**config.mk**
```make
export PLATFORM = sky130hd
export DESIGN_NAME = fetch_stage
export DESIGN_NICKNAME = d
export VERILOG_FILES = /design/src/fetch_stage.sv
export VERILOG_INCLUDE_DIRS = /design/src
export SDC_FILE = /design/constraint.sdc
export NUM_CORES = 2
export LEC_CHECK = 0
export ABC_CLOCK_PERIOD_IN_PS = 7660
export BUFFER_PORTS_ARGS = -buffer_cell sky130_fd_sc_hd__buf_2
export CAP_MARGIN = 15
export CORE_MARGIN = 5
export CORE_UTILIZATION = 65
export CTS_BUF_LIST = sky130_fd_sc_hd__clkbuf_16
export DETAILED_ROUTE_END_ITERATION = 16
export GPL_ROUTABILITY_DRIVEN = 0
export HOLD_SLACK_MARGIN = 0.1
export PLACE_DENSITY = 0.93
export SLEW_MARGIN = 20
export SYNTH_ARGS = -nofsm -noshare
export SYNTH_HDL_FRONTEND = slang
export SYNTH_SLANG_ARGS = --single-unit
```
**constraint.sdc**
```tcl
create_clock -name clk -period 7.66 [get_ports clk]
set_clock_uncertainty 0.2 [all_clocks]
set_input_delay 1.532 -clock clk [delete_from_list [all_inputs] [get_ports clk]]
set_output_delay 1.532 -clock clk [all_outputs]
set_load 0.05 [all_outputs]
```
**src/cpu_defines.svh**
```systemverilog
// sizes and instruction field slices for the rv64 pipeline; memories are 128 entries, not parameterized per instance
`ifndef CPU_DEFINES_SVH
`define CPU_DEFINES_SVH

// datapath widths
`define XLEN        64
`define ILEN        32
`define REG_ADDR_W  5

// instruction memory, word index from pc[8:2]
`define IMEM_ADDR_W 7
`define IMEM_DEPTH  128

// data memory, doubleword index from addr[9:3]
`define DMEM_ADDR_W 7
`define DMEM_DEPTH  128

// instruction fields
`define F_OPCODE    6:0
`define F_RD        11:7
`define F_FUNCT3    14:12
`define F_RS1       19:15
`define F_RS2       24:20
`define F_FUNCT7B5  30

`endif
```
**src/fetch_stage.sv**
```systemverilog
// pc and 128-word instruction memory; imem is loaded only through the external port and has no reset
`timescale 1ns/1ps
`include "cpu_defines.svh"

module fetch_stage (
   input  logic              clk,
   input  logic              reset,
   input  logic              enable,
   input  logic              stall,
   input  logic              flush,
   input  logic [`XLEN-1:0]  target_pc,
   input  logic [`XLEN-1:0]  imem_addr,
   input  logic              imem_wen,
   input  logic [`ILEN-1:0]  imem_wdata,
   output logic [`ILEN-1:0]  instr_id,
   output logic [`XLEN-1:0]  pc_id
);

   logic [`ILEN-1:0] imem [0:`IMEM_DEPTH-1];
   logic [`XLEN-1:0] pc;
   logic [`ILEN-1:0] instr_if;

   assign instr_if = imem[pc[`IMEM_ADDR_W+1:2]]; // combinational read

   // external load port
   always_ff @(posedge clk) begin
      if (imem_wen) begin
         imem[imem_addr[`IMEM_ADDR_W+1:2]] <= imem_wdata;
      end
   end

   // pc and fetch/decode instruction
   always_ff @(posedge clk) begin
      if (reset) begin
         pc       <= '0;
         instr_id <= '0;
      end else if (enable) begin
         if (flush) begin
            pc       <= target_pc;
            instr_id <= '0; // wrong path becomes a bubble
         end else if (!stall) begin
            pc       <= pc + `XLEN'd4;
            instr_id <= instr_if;
         end
      end
   end

   always_ff @(posedge clk) begin
      if (enable && !stall) begin
         pc_id <= pc;
      end
   end

endmodule

```
==> results.md, run 1 <==
- Stopping stage: detailed placement (3_5_place_dp)
- #FFs+latches synth: 4,263
- Starting Density: 65.21%
- First Err: [ERROR DPL-0033] detailed placement checks failed during check placement.
- EDFF count, synth: 4,160
- Main synth FF type: edfxtp_1
- Fraction of registers with async set/reset: 0%
- HPWL after detailed placement: 294,900 µm
- Synthesized instance count: 7,969
- Avg Cell Area, Syn: 20.53 µm²
- Sequential-to-total area share from yosys stat: 77.60%
- Mapped Nets: 8,136
- Yosys top cell area share: 76.34%
- Die width: 511.7 µm
- Distinct cells, synth: 75
- Synth top area cells: edfxtp_1 76%, mux4_2 9.6%, mux2i_1 4.6%
- Post-synth top area cell: edfxtp_1
- Rows: 184
- Die Span Y: 511.7 µm
- Synth warnings: 0
- Synth Cell Area: 0.1636 mm²
- IO buf count: 204
- Status: stopped before the end
- Num ports: 262
through the flow:
step                    std cells  cell area [µm²]  setup WS (ns)  hold WS (ns)
after floorplan              7969           163600          2.060        0.2081
after global placement      11270           169600          2.577        0.2148
cells in the mapped netlist (11+ instances only):
library cell / number
a211oi_1: 65
a21oi_1: 153
a221o_1: 53
a221oi_1: 81
a22o_1: 36
a22oi_1: 140
a31oi_1: 87
and2_1: 12
and3_1: 27
buf_1: 35
buf_2: 193
buf_4: 27
clkbuf_1: 213
dfxtp_1: 103
edfxtp_1: 4160
inv_1: 11
mux2_2: 61
mux2i_1: 760
mux4_2: 698
nand2_1: 134
nand3_1: 68
nand4_1: 21
nor2_1: 248
nor2b_1: 14
nor3_1: 32
nor4_1: 45
o21a_1: 24
o21ai_0: 92
o21ai_1: 22
o221ai_1: 22
o22ai_1: 196
cells by family after synthesis:
group	after synthesis	share of synthesized area [%]
multiplexers	1521	14.70
AND/OR/NAND/NOR	663	1.951
adder cells (fa/ha/maj)	1	0.007645
AO/OA/AOI/OAI	1030	4.352
buffers and inverters	491	1.389
flip-flops	4263	77.60
==> inputs of run 2 (changes only) <==
--- a/config.mk
+++ b/config.mk
@@ -10,12 +10,10 @@
 export BUFFER_PORTS_ARGS = -buffer_cell sky130_fd_sc_hd__buf_2
 export CAP_MARGIN = 15
 export CORE_MARGIN = 5
-export CORE_UTILIZATION = 65
-export CTS_BUF_LIST = sky130_fd_sc_hd__clkbuf_16
+export CORE_UTILIZATION = 40
 export DETAILED_ROUTE_END_ITERATION = 16
 export GPL_ROUTABILITY_DRIVEN = 0
-export HOLD_SLACK_MARGIN = 0.1
-export PLACE_DENSITY = 0.93
+export PLACE_DENSITY_LB_ADDON = 0.15
 export SLEW_MARGIN = 20
 export SYNTH_ARGS = -nofsm -noshare
 export SYNTH_HDL_FRONTEND = slang
==> run 2 against run 1 <==
  * The run now ends clean
  * Synthesized cell count stayed put
  * Synthesized area stayed put
==> results.md, run 2 <==
- Vias in the first global route: 81,850
- Mapped Nets: 8,136 (unchanged)
- Synth Cell Area: 0.1636 mm² (unchanged)
- Final min period: 4.695 ns
- Setup CP Type: reg -> reg
- Drt wl/cell: 33.42 µm
- Sequential-to-total area share from yosys stat: 77.60% (unchanged)
- Max Clk Rate: 0.2130 GHz
- Num ports: 262 (unchanged)
- EDFF count, synth: 4,160 (unchanged)
- Die Span Y: 649.6 µm (+27%)
- Commonest cells post-synth: 4,160 x edfxtp_1, 760 x mux2i_1, 698 x mux4_2, 248 x nor2_1, 213 x clkbuf_1
- Root Buffer: clkbuf_16
- Most common cell after layout, fill and taps aside: edfxtp_1
- Later-pin clock latency in the skew report: 0.99 ns
- CTS Sinks: 4,263
- Type of the tightest min-delay check: reg -> reg
- HPWL after detailed placement: 282,900 µm (-4.1%)
- Critical path arrival: 5.36 ns
- Die width: 649.6 µm (+27%)
- Routed Wire Length: 477,300 µm
- Via count: 82,910
- Crit path largest cell delay: 0.79 ns
- Final core occ: 46.04%
- DR DRC count: 0
- VDD IR max: 0.0002014 V
- Buf/Inv on CP: 2
- GRT Overall Usage: 22.08%
- Synth top area cells: edfxtp_1 76%, mux4_2 9.6%, mux2i_1 4.6%
- TNS Setup: 0 ns
- First-pass GRT wire length: 658,700 µm
- Routed Antenna Nets: 0
- Final Max Slew Viols: 0
- #FFs+latches synth: 4,263 (unchanged)
- Reg clk slew, reported paths: 0.06 ns
- Htree depth: 5
- Leak: 56.94 nW
- Final hold violations: 0
- Area growth syn-to-layout: 14.51%
- Overflow after GRT: 0
- Setup repair after global routing missed its margin: false
- CP endpoint kind: register
- Starting Density: 40.21% (-25 points)
- Rows: 234 (+27%)
- Count leader, synth: edfxtp_1
- Vias per cell: 5.805
- 1st-iter DRT viols: 9,066
- Synthesized instance count: 7,969 (unchanged)
- Pre-antenna DRT Iters: 8
- Element type at the critical path start: register
- Slew Limit Headroom: 14.88%
- IO buf count: 204 (unchanged)
- Main synth FF type: edfxtp_1
- Largest net degree at the start of global routing: 119
- Final nets: 8,628
- Power per standard cell area: 264.6 mW/mm²
- Synth warnings: 0 (unchanged)
- Yosys top cell area share: 76.34% (unchanged)
- CP cell instances: buf_4, nor2b_4, buf_4, nand2_1, a31oi_1, o221ai_1, a221o_1
- Crit-path leading delay family: compound AO/OA/AOI/OAI gates
- Die area: 0.4220 mm²
- DP Cell Count: 13,440
- Layout cells sized above 1: 23.76%
- Critical-path top delay cell: nor2b_4
- Fraction of registers with async set/reset: 0% (unchanged)
- Avg Cell Area, Syn: 20.53 µm² (unchanged)
- CTS tree: built
- Num CTS Buffers: 444
- Hold-fix buffers, CTS: 0
- Worst endpoint required time: 8.33 ns
- CTS Buffer Depth: 4
- Core ar.: 0.4070 mm²
- Final period utilization: 61.29%
- Status: finished, final reports clean
- Post-synth top area cell: edfxtp_1
- Post-CTS Setup Inserts: 0
- Max reg flops: 4,096
- # resized after CTS: 0
- CP Max Fanout: 28
- Distinct cells, synth: 75 (unchanged)
- Max cap viols: 0
- Fin cells: 14,280
- Worst Hold Slack: 0.2369 ns
- Worst Tran Pin Value: 1.263 ns
- Most frequent cells in the layout: 4,160 x edfxtp_1, 760 x mux2i_1, 698 x mux4_2
- Endpoints failing setup: 0
- Most common cell on crit path: buf_4
- Initial antenna violation count: 35
-- run 2: cell counts after synthesis --
Identical to the previous run, type by type.
-- run 2: final timing paths --
| check | from | to | slack [ns] | cells past startpoint |
|---|---|---|---|---|
| setup reg to reg | register | instr_id[17] | 2.97 | 7 |
| hold reg to reg | pc[1] | pc_id[1] | 0.24 | 0 |
| hold / removal | pc[1] | pc_id[1] | 0.24 | 0 |
| setup / recovery | register | instr_id[17] | 2.97 | 7 |
-- run 2: logic make-up after synthesis --
family,Yosys count,share of synthesized area [%]
DFF,4263,77.60
muxes,1521,14.70
AOI/OAI and AO/OA,1030,4.352
and+or+nand+nor,663,1.951
buffers and inverters,491,1.389
adders and majority gates,1,0.007645
-- run 2: power breakdown --
| part | total (mW) | internal [mW] | switching, mW |
|---|---|---|---|
| sequential | 25.8 | 25.7 | 0.106 |
| combinational | 2.93 | 0.972 | 1.96 |
| clock | 20.8 | 11.9 | 8.94 |
-- run 2: routing by layer --
layer  vias to the layer above  track usage [%]  routed length (µm)
met2                      3234            34.61              222100
met1                     44630            31.55              202700
met5                         -                0                   0
met3                       554            4.208               37170
li1                      34490                -                   -
met4                         0            6.551               15290
-- run 2: final cells by class --
| type | instances | area, µm² |
|---|---|---|
| multi-input cells | 3215 | 35550 |
| well taps | 5428 | 6792 |
| inverters | 13 | 48.80 |
| fillers | 34240 | 219600 |
| diodes | 19 | 47.55 |
| flip-flops and latches | 4263 | 127000 |
| clock buffers | 564 | 11800 |
| repair buffers | 524 | 3908 |
| clock inverters | 256 | 2228 |
-- run 2: worst reg2reg max path, delay by kind of cell (launching register included) --
kind	cells	cell delay (ns)
buffers and inverters	2	1.05
AO/OA/AOI/OAI	3	1.78
AND/OR/NAND/NOR	2	0.94
flip-flops	1	0.64
-- run 2: metrics by stage --
| stage | instance area (µm²) | power [mW] | worst slack [ns] |
|---|---|---|---|
| 6_report | 187400 | 49.57 | 2.965 |
| 5_1_grt | 187300 | 51.09 | 2.870 |
| 4_1_cts | 187200 | 50.01 | 2.779 |
| 3_5_place_dp | 173200 | 29.27 | 2.510 |
| 3_3_place_gp | 173100 | 29.23 | 2.165 |
| 2_1_floorplan | 163600 | 27.86 | 2.060 |
(Power assumes the default switching activity.)
