File: config.mk
export PLATFORM = sky130hd
export DESIGN_NAME = execute_stage
export DESIGN_NICKNAME = d
export VERILOG_FILES = /design/src/cpu_pkg.sv /design/src/execute_stage.sv
export VERILOG_INCLUDE_DIRS = /design/src
export SDC_FILE = /design/constraint.sdc
export NUM_CORES = 1
export LEC_CHECK = 0
export BUFFER_PORTS_ARGS = -buffer_cell sky130_fd_sc_hd__clkbuf_2
export CAP_MARGIN = 20
export CORE_MARGIN = 5
export CORE_UTILIZATION = 40
export CTS_BUF_LIST = sky130_fd_sc_hd__clkbuf_8
export CTS_CLUSTER_SIZE = 40
export DETAILED_ROUTE_END_ITERATION = 10
export REMOVE_ABC_BUFFERS = 1
export SLEW_MARGIN = 20
export SYNTH_ARGS = -nofsm -noshare
export SYNTH_HDL_FRONTEND = slang
export SYNTH_SLANG_ARGS = --single-unit
File: constraint.sdc
create_clock -name clk -period 14.5 [get_ports clk]
set_clock_uncertainty 0.2 [all_clocks]
set_input_delay 0.725 -clock clk [delete_from_list [all_inputs] [get_ports clk]]
set_output_delay 0.725 -clock clk [all_outputs]
set_load 0.02 [all_outputs]
File: src/cpu_defines.svh
// sizes and instruction field slices for the rv64 pipeline; memories are 128 entries, not parameterized per instance
`ifndef CPU_DEFINES_SVH
`define CPU_DEFINES_SVH

// datapath widths
`define XLEN        64
`define ILEN        32
`define REG_ADDR_W  5

// instruction memory, word index from pc[8:2]
`define IMEM_ADDR_W 7
`define IMEM_DEPTH  128

// data memory, doubleword index from addr[9:3]
`define DMEM_ADDR_W 7
`define DMEM_DEPTH  128

// instruction fields
`define F_OPCODE    6:0
`define F_RD        11:7
`define F_FUNCT3    14:12
`define F_RS1       19:15
`define F_RS2       24:20
`define F_FUNCT7B5  30

`endif
File: src/cpu_pkg.sv
// encodings for the supported rv64 subset only; any other opcode decodes as a bubble
package cpu_pkg;

   // major opcodes that are decoded
   typedef enum logic [6:0] {
      OP     = 7'b0110011,
      OP_IMM = 7'b0010011,
      LOAD   = 7'b0000011,
      STORE  = 7'b0100011,
      BRANCH = 7'b1100011,
      JAL    = 7'b1101111
   } opcode_e;

   // how execute interprets funct bits
   typedef enum logic [1:0] {
      ADD_ONLY = 2'b00, // loads, stores, jal
      REG_OP   = 2'b10,
      IMM_OP   = 2'b11
   } alu_class_e;

   typedef enum logic [2:0] {
      ADD = 3'd0,
      SUB = 3'd1,
      AND = 3'd2,
      OR  = 3'd3,
      SLT = 3'd4  // signed compare
   } alu_op_e;

endpackage

File: src/execute_stage.sv
// forwarding from mem and wb stages; loads are not forwarded from mem, decode stalls them one cycle
`timescale 1ns/1ps
`include "cpu_defines.svh"

module execute_stage (
   input  logic                  clk,
   input  logic                  reset,
   input  logic                  enable,
   input  logic [`XLEN-1:0]      rs1_val_ex,
   input  logic [`XLEN-1:0]      rs2_val_ex,
   input  logic [`XLEN-1:0]      imm_ex,
   input  logic [`XLEN-1:0]      pc4_ex,
   input  logic [`REG_ADDR_W-1:0] rs1_ex,
   input  logic [`REG_ADDR_W-1:0] rs2_ex,
   input  logic [`REG_ADDR_W-1:0] rd_ex,
   input  logic [2:0]            funct3_ex,
   input  logic                  funct7b5_ex,
   input  cpu_pkg::alu_class_e   alu_class_ex,
   input  logic                  alu_src_ex,
   input  logic                  mem_read_ex,
   input  logic                  mem_write_ex,
   input  logic                  reg_write_ex,
   input  logic                  mem_to_reg_ex,
   input  logic                  is_jal_ex,
   input  logic                  wb_wen,
   input  logic [`REG_ADDR_W-1:0] wb_rd,
   input  logic [`XLEN-1:0]      wb_data,
   output logic [`XLEN-1:0]      alu_out_mem,
   output logic [`XLEN-1:0]      store_data_mem,
   output logic [`XLEN-1:0]      pc4_mem,
   output logic [`REG_ADDR_W-1:0] rd_mem,
   output logic                  mem_read_mem,
   output logic                  mem_write_mem,
   output logic                  reg_write_mem,
   output logic                  mem_to_reg_mem,
   output logic                  is_jal_mem
);
   import cpu_pkg::*;

   logic [`XLEN-1:0] op_a, fwd_b, op_b, alu_res;
   alu_op_e          alu_op;

   // mem stage first, then wb, then the decoded value
   always_comb begin
      if (reg_write_mem && rd_mem != '0 && rd_mem == rs1_ex)
         op_a = alu_out_mem;
      else if (wb_wen && wb_rd != '0 && wb_rd == rs1_ex)
         op_a = wb_data;
      else
         op_a = rs1_val_ex;

      if (reg_write_mem && rd_mem != '0 && rd_mem == rs2_ex)
         fwd_b = alu_out_mem;
      else if (wb_wen && wb_rd != '0 && wb_rd == rs2_ex)
         fwd_b = wb_data;
      else
         fwd_b = rs2_val_ex;
   end

   assign op_b = alu_src_ex ? imm_ex : fwd_b;

   // alu control
   always_comb begin
      alu_op = ADD;
      if (alu_class_ex != ADD_ONLY) begin
         case (funct3_ex)
            3'b000:  alu_op = (alu_class_ex == REG_OP && funct7b5_ex) ? SUB : ADD;
            3'b010:  alu_op = SLT;
            3'b110:  alu_op = OR;
            3'b111:  alu_op = AND;
            default: alu_op = ADD;
         endcase
      end
   end

   always_comb begin
      case (alu_op)
         SUB:     alu_res = op_a - op_b;
         AND:     alu_res = op_a & op_b;
         OR:      alu_res = op_a | op_b;
         SLT:     alu_res = {{(`XLEN-1){1'b0}}, $signed(op_a) < $signed(op_b)};
         default: alu_res = op_a + op_b;
      endcase
   end

   // execute/memory register
   always_ff @(posedge clk) begin
      if (reset) begin
         mem_read_mem   <= 1'b0;
         mem_write_mem  <= 1'b0;
         reg_write_mem  <= 1'b0;
         mem_to_reg_mem <= 1'b0;
         is_jal_mem     <= 1'b0;
      end else if (enable) begin
         mem_read_mem   <= mem_read_ex;
         mem_write_mem  <= mem_write_ex;
         reg_write_mem  <= reg_write_ex;
         mem_to_reg_mem <= mem_to_reg_ex;
         is_jal_mem     <= is_jal_ex;
      end
   end

   always_ff @(posedge clk) begin
      if (enable) begin
         alu_out_mem    <= alu_res;
         store_data_mem <= fwd_b; // forwarded rs2
         pc4_mem        <= pc4_ex;
         rd_mem         <= rd_ex;
      end
   end

endmodule

# Word level (Yosys, flattened, before mapping)
# Index checks and enable logic that the tools add are counted.
# word_totals
inputBits,356
word_cells,46
mem_bits_rw,0
reg_bits,202
out_inout_bits,202
latchBits,0
mem_count,0
romBits,0
# op_classes
order_cmp,1
shifts,0
n_reduce_logical,11
addsub,2
div,0
bitwise_logic,2
mux,9
eq_ne,12
mul,0
# op_table
cell,count
$mux W64,5
$pmux W64 S4,1
$add A64 B64 Y64,1
$and A64 B64 Y64,1
$lt A64 B64 Y1,1
$or A64 B64 Y64,1
$sub A64 B64 Y64,1
$eq A5 B5 Y1,4
$pmux W3 S4,1
$reduce_bool A5 Y1,2
$eq A3 B2 Y1 const B,3
$eq A3 B3 Y1 const B,3
$logic_and A1 B1 Y1,7
$eq A3 B1 Y1 const B,1
$logic_not A3 Y1,1
$mux W3,1
$eq A2 B2 Y1 const B,1
$reduce_bool A2 Y1,1
$mux W1,1

# Depth between registers and ports, before layout
# logic_depth
word_depth,8
ltp_mapped,22
ltp_nobuf,20

# Worst setup path before layout
# No wires, ideal clock.
# synth_path
path_type,input -> register
start,input wb_rd[1]
end,"register alu_out_mem[60], data pin"
t_required_ns,14.041
stages,22
n_path_buf,2
setup_slack_ns,8.944
setup_time_ns,0.259
t_arrival_ns,5.097
cell_sequence,or4_1 -> o21ai_0 -> nor4_1 -> clkbuf_1 -> buf_2 -> mux2i_1 -> o21ai_0 -> mux2_2 -> ha_1 -> inv_1 -> fa_1 -> nand2b_1 -> a2111o_1 -> a311oi_1 -> o31a_2 -> and3_1 -> o21a_2 -> o211ai_2 -> a2bb2oi_2 -> a211o_1 -> xnor2_1 -> a211o_1
# synth_via
elab_chain_cells,8
elab_cells_between_ends,16
classes_between,2 x add/sub; 2 x eq/ne; 6 x mux; 2 x bitwise; 4 x reduce/logical
# synth_lines
item,line,source
from (decl),execute_stage.sv:26,"input logic [`REG_ADDR_W-1:0] wb_rd,"
$reduce_bool A5 Y1,execute_stage.sv:54,else if (wb_wen && wb_rd != '0 && wb_rd == rs2_ex)
$logic_and A1 B1 Y1,execute_stage.sv:54,
$logic_and A1 B1 Y1 *,execute_stage.sv:54,
$mux W64 *,execute_stage.sv:54,
$mux W64 *,execute_stage.sv:52,if (reg_write_mem && rd_mem != '0 && rd_mem == rs2_ex)
via fwd_b[0],execute_stage.sv:40,"logic [`XLEN-1:0] op_a, fwd_b, op_b, alu_res;"
$mux W64 *,execute_stage.sv:60,assign op_b = alu_src_ex ? imm_ex : fwd_b;
$add A64 B64 Y64 / $sub A64 B64 Y64 (equally long branches),"execute_stage.sv:82, execute_stage.sv:78",
$pmux W64 S4 *,execute_stage.sv:77,case (alu_op)
via alu_res[60],execute_stage.sv:40,
to (signal assigned),execute_stage.sv:105,alu_out_mem <= alu_res;
to (decl),execute_stage.sv:28,"output logic [`XLEN-1:0] alu_out_mem,"
# Mark *: on every way through the listed nets, which the timed path passes. The rest lies on a longest branch.
# A chain may end at the register's enable or synchronous reset.

# Worst setup path in the final report
# layout_path
start,input rs2_ex[3]
end,"register alu_out_mem[58], data pin"
# layout_via
elab_chain_cells,7
elab_cells_between_ends,12
classes_between,2 x add/sub; 2 x eq/ne; 4 x mux; 2 x bitwise; 2 x reduce/logical
# layout_lines
item,line,source
from (decl),execute_stage.sv:14,"input logic [`REG_ADDR_W-1:0] rs2_ex,"
$eq A5 B5 Y1,execute_stage.sv:54,
$logic_and A1 B1 Y1,execute_stage.sv:54,
$mux W64,execute_stage.sv:54,
$mux W64 *,execute_stage.sv:52,
via fwd_b[38],execute_stage.sv:40,
$mux W64 *,execute_stage.sv:60,
$add A64 B64 Y64 / $sub A64 B64 Y64 (equally long branches),"execute_stage.sv:82, execute_stage.sv:78",
$pmux W64 S4 *,execute_stage.sv:77,
via alu_res[58],execute_stage.sv:40,
# Marks and branches as above.

==> results.toml <==
[synthesis]
synth_top_area_share_pct = 29.0
synthArstFlopShare_pct = 0
syn_inst = 2434
synth_area_leader_cell = "edfxtp_1"
synth-main-ff-cell = "edfxtp_1"
synthTopCellsByArea = "edfxtp_1, ha_1, mux2i_1"
syn_area_um2 = 20400
ys_types = 97
yosysSeqAreaShare_pct = 29.5
synth_seq_cells = 202
avgSynthCellArea_um2 = 8.39
synth_warnings = 0
synth_edf_count = 197

[cts]
cts_tree = "yes"
clk_latency_ps = 640
cts_hold_buf = 0
post_cts_resized = 0
cts_setup_buffers = 0
clock-root-buffer = "clkbuf_8"
cts.clk_slew.worst_paths_ps = 70
clock_sinks = 202
numCtsBuffers = 42
cts_max_level = 2
cts_buffer_depth = 3

[floorplan]
io_pins = 558
dieHeight_um = 236
std_cell_rows = 82
initial_core_util_pct = 40.5
core_um2 = 50400
dieWidth_um = 236
fp.dieArea_um2 = 55700

[power_and_ir_drop]
leakage_nw = 10.5
cellPowerDensity_nw_per_um2 = 94.9
ir_drop_mv = 0.0546

[timing]
fmax_ghz = 0.142
fin_crit_sh_pct = 48.7
drv_slew = 0
worstMarginPinSlew_ps = 1070
setup_viol = 0
maxSlewHeadroom_pct = 28.9
hold_viol_final = 0
rsz0062_at_grt = "no"
fin_crit_ps = 7070
hold_ws_ps = 56.4
setup-tns-final_ps = 0

[setup_path]
critPathMaxStageDelay_ps = 790
cp_top_family = "simple AND/OR/NAND/NOR gates"
worstPathArrival_ps = 7200
worstSetupStartpointType = "input pin"
worst_path_max_delay_cell = "buf_4"
worst_ep_required_time_ps = 14640
path_class = "input pin to flip-flop"
cp-end-kind = "flip-flop"
reg2reg_slack_ps = 7530
path_max_fanout = 43
cp_num_buf_inv = 3
worstPathCellList = "clkbuf_2 -> xnor2_1 -> nand3_1 -> nor4_2 -> buf_4 -> buf_4 -> mux2i_1 -> o21ai_0 -> mux2_2 -> ha_1 -> nand2_1 -> or4_1 -> nor4_2 -> nand3_1 -> a211oi_1 -> nand3b_1 -> a31o_2 -> a311oi_2 -> xnor2_1 -> a22oi_1 -> o21ai_0"

[grt]
first_global_vias = 20700
grt.overflow.total = 0
antenna_found_initial = 7
grt_usage_pct = 29.4
grt_max_degree = 92
grt_pass1_wl_mm = 129

[drt]
dr.pass1.iters = 5
vias_per_cell = 5.82
wirelength_mm = 86.9
dr_total_vias = 21000
route.detailed.drc = 0
drtIter0Drc = 1516
drtAntennaViolNets = 0
routedWlPerCell_um = 24.1

[cells_and_area]
synthToLayoutAreaGrowth_pct = 19.5
fin_cells = 3614
final_core_util_pct = 48.4
nFillCells = 5056
finalNetCount = 3464
register_area_um2 = 6020
multi_input_area_um2 = 13100
drive_gt1_share_pct = 25.6

[placement]
place.gp.congestion = 0.969
dp.cells = 3533
dp_hpwl_mm = 67.9
port_buffers = 557

[job]
cap_viol_max_count = 0

[hold_path]
holdCritPathClass = "input pin to flip-flop"

[status]
outcome = "finished clean"
synthesized netlist by cell type, types with 32 or more instances:
cell      instances
mux2i_1         145
o22ai_1          71
nand2_1         236
buf_2            36
inv_1           198
mux2_2           54
clkbuf_1         91
nor2_1          201
o21bai_1         32
a21oi_1         217
o21ai_0         231
edfxtp_1        197
ha_1            201
a221oi_1         36
where the power goes:
part | internal [W] | switching [W]
clock | 0.000295 | 0.000303
sequential | 0.000720 | 0.0000431
combinational | 0.000325 | 0.000629
total | 0.00134 | 0.000975
routing by layer:
metal  routed length (um)  global-route usage [%]  vias to the layer above
met3                 5300                    4.18                      121
met4                 2570                    8.60                        0
met1                36000                    37.1                    10200
met2                43100                    52.4                      869
li1                     -                       -                     9873
met5                    0                       0                        -
cell type report:
cell class | instances | area share, %
diodes | 5 | 0.0513
clock buffers | 42 | 2.37
clock inverters | 34 | 0.846
inverters | 200 | 3.08
multi-input cells | 1883 | 53.5
flip-flops and latches | 202 | 24.7
well taps | 672 | 3.45
repair buffers | 576 | 12.1
path summary, 6_finish.rpt:
path / endpoint / cells past startpoint / from
max: alu_out_mem[58] / 21 / rs2_ex[3]
max reg2reg: alu_out_mem[48] / 21 / rd_mem[3]
min reg2reg: mem_write_mem / 2 / mem_write_mem
min: pc4_mem[38] / 1 / pc4_ex[38]
sequential cells by signal (all words and copies together), names as in the netlist:
name            count
alu_out_mem        64
is_jal_mem          1
mem_read_mem        1
mem_to_reg_mem      1
mem_write_mem       1
pc4_mem            64
rd_mem              5
reg_write_mem       1
store_data_mem     64
worst reg2reg max path, stage by stage, from the launching register on:
cell and delay, ps:
edfxtp_1 530, or4_1 160, o21ai_0 140, nor4_2 320, buf_4 680, buf_4 500, o21ai_0 190, mux2_2 320
ha_1 240, inv_1 90, fa_1 240, nand2b_1 100, a2111o_1 470, a311oi_1 390, o31a_2 280, and3_1 250
nor2_1 130, o21ai_0 660, a21boi_0 290, xnor2_1 200, a22oi_1 150, o21ai_0 140
cells in the final DEF (no fill, tap or decap), types with 9 or more instances in the layout:
master and n:
edfxtp_1 197, a211oi_1 12, o31a_1 9, o21a_1 18
o21ai_0 231, a221oi_1 36, nor2b_1 15, o21bai_1 32
nor4_1 26, inv_1 207, nand4_1 25, ha_1 201
o211ai_1 9, a31oi_1 11, buf_4 21, clkbuf_2 554
xor2_1 14, o22ai_1 71, nand3_1 30, xnor2_1 25
a21o_1 24, o31ai_1 24, mux2_2 54, nand2_1 236
mux2i_1 145, o221ai_1 13, clkinv_2 16, clkbuf_8 42
nand2b_1 11, a21oi_1 217, nor2_1 201, a22oi_1 9
and2_1 9, nor3_1 22, o21ai_1 11
cells by family after synthesis:
kind of cell	count (synthesis)	share of synthesized area [%]
xor+xnor	39	1.67
mux	200	10.2
compound gates	814	25.5
fa+ha+maj	203	12.5
flops	202	29.5
buf+inv	349	6.87
simple gates	627	13.9
stage by stage:
stage          area, um2  power, W  setup WS (ps)
3_3_place_gp       23600   0.00171           6870
2_1_floorplan      19800   0.00136            368
3_5_place_dp       23600   0.00171           6920
4_1_cts            24400   0.00232           7560
6_report           24400   0.00232           7430
5_1_grt            24400   0.00244           7290
Note: power is estimated with default switching activity, not from simulation.
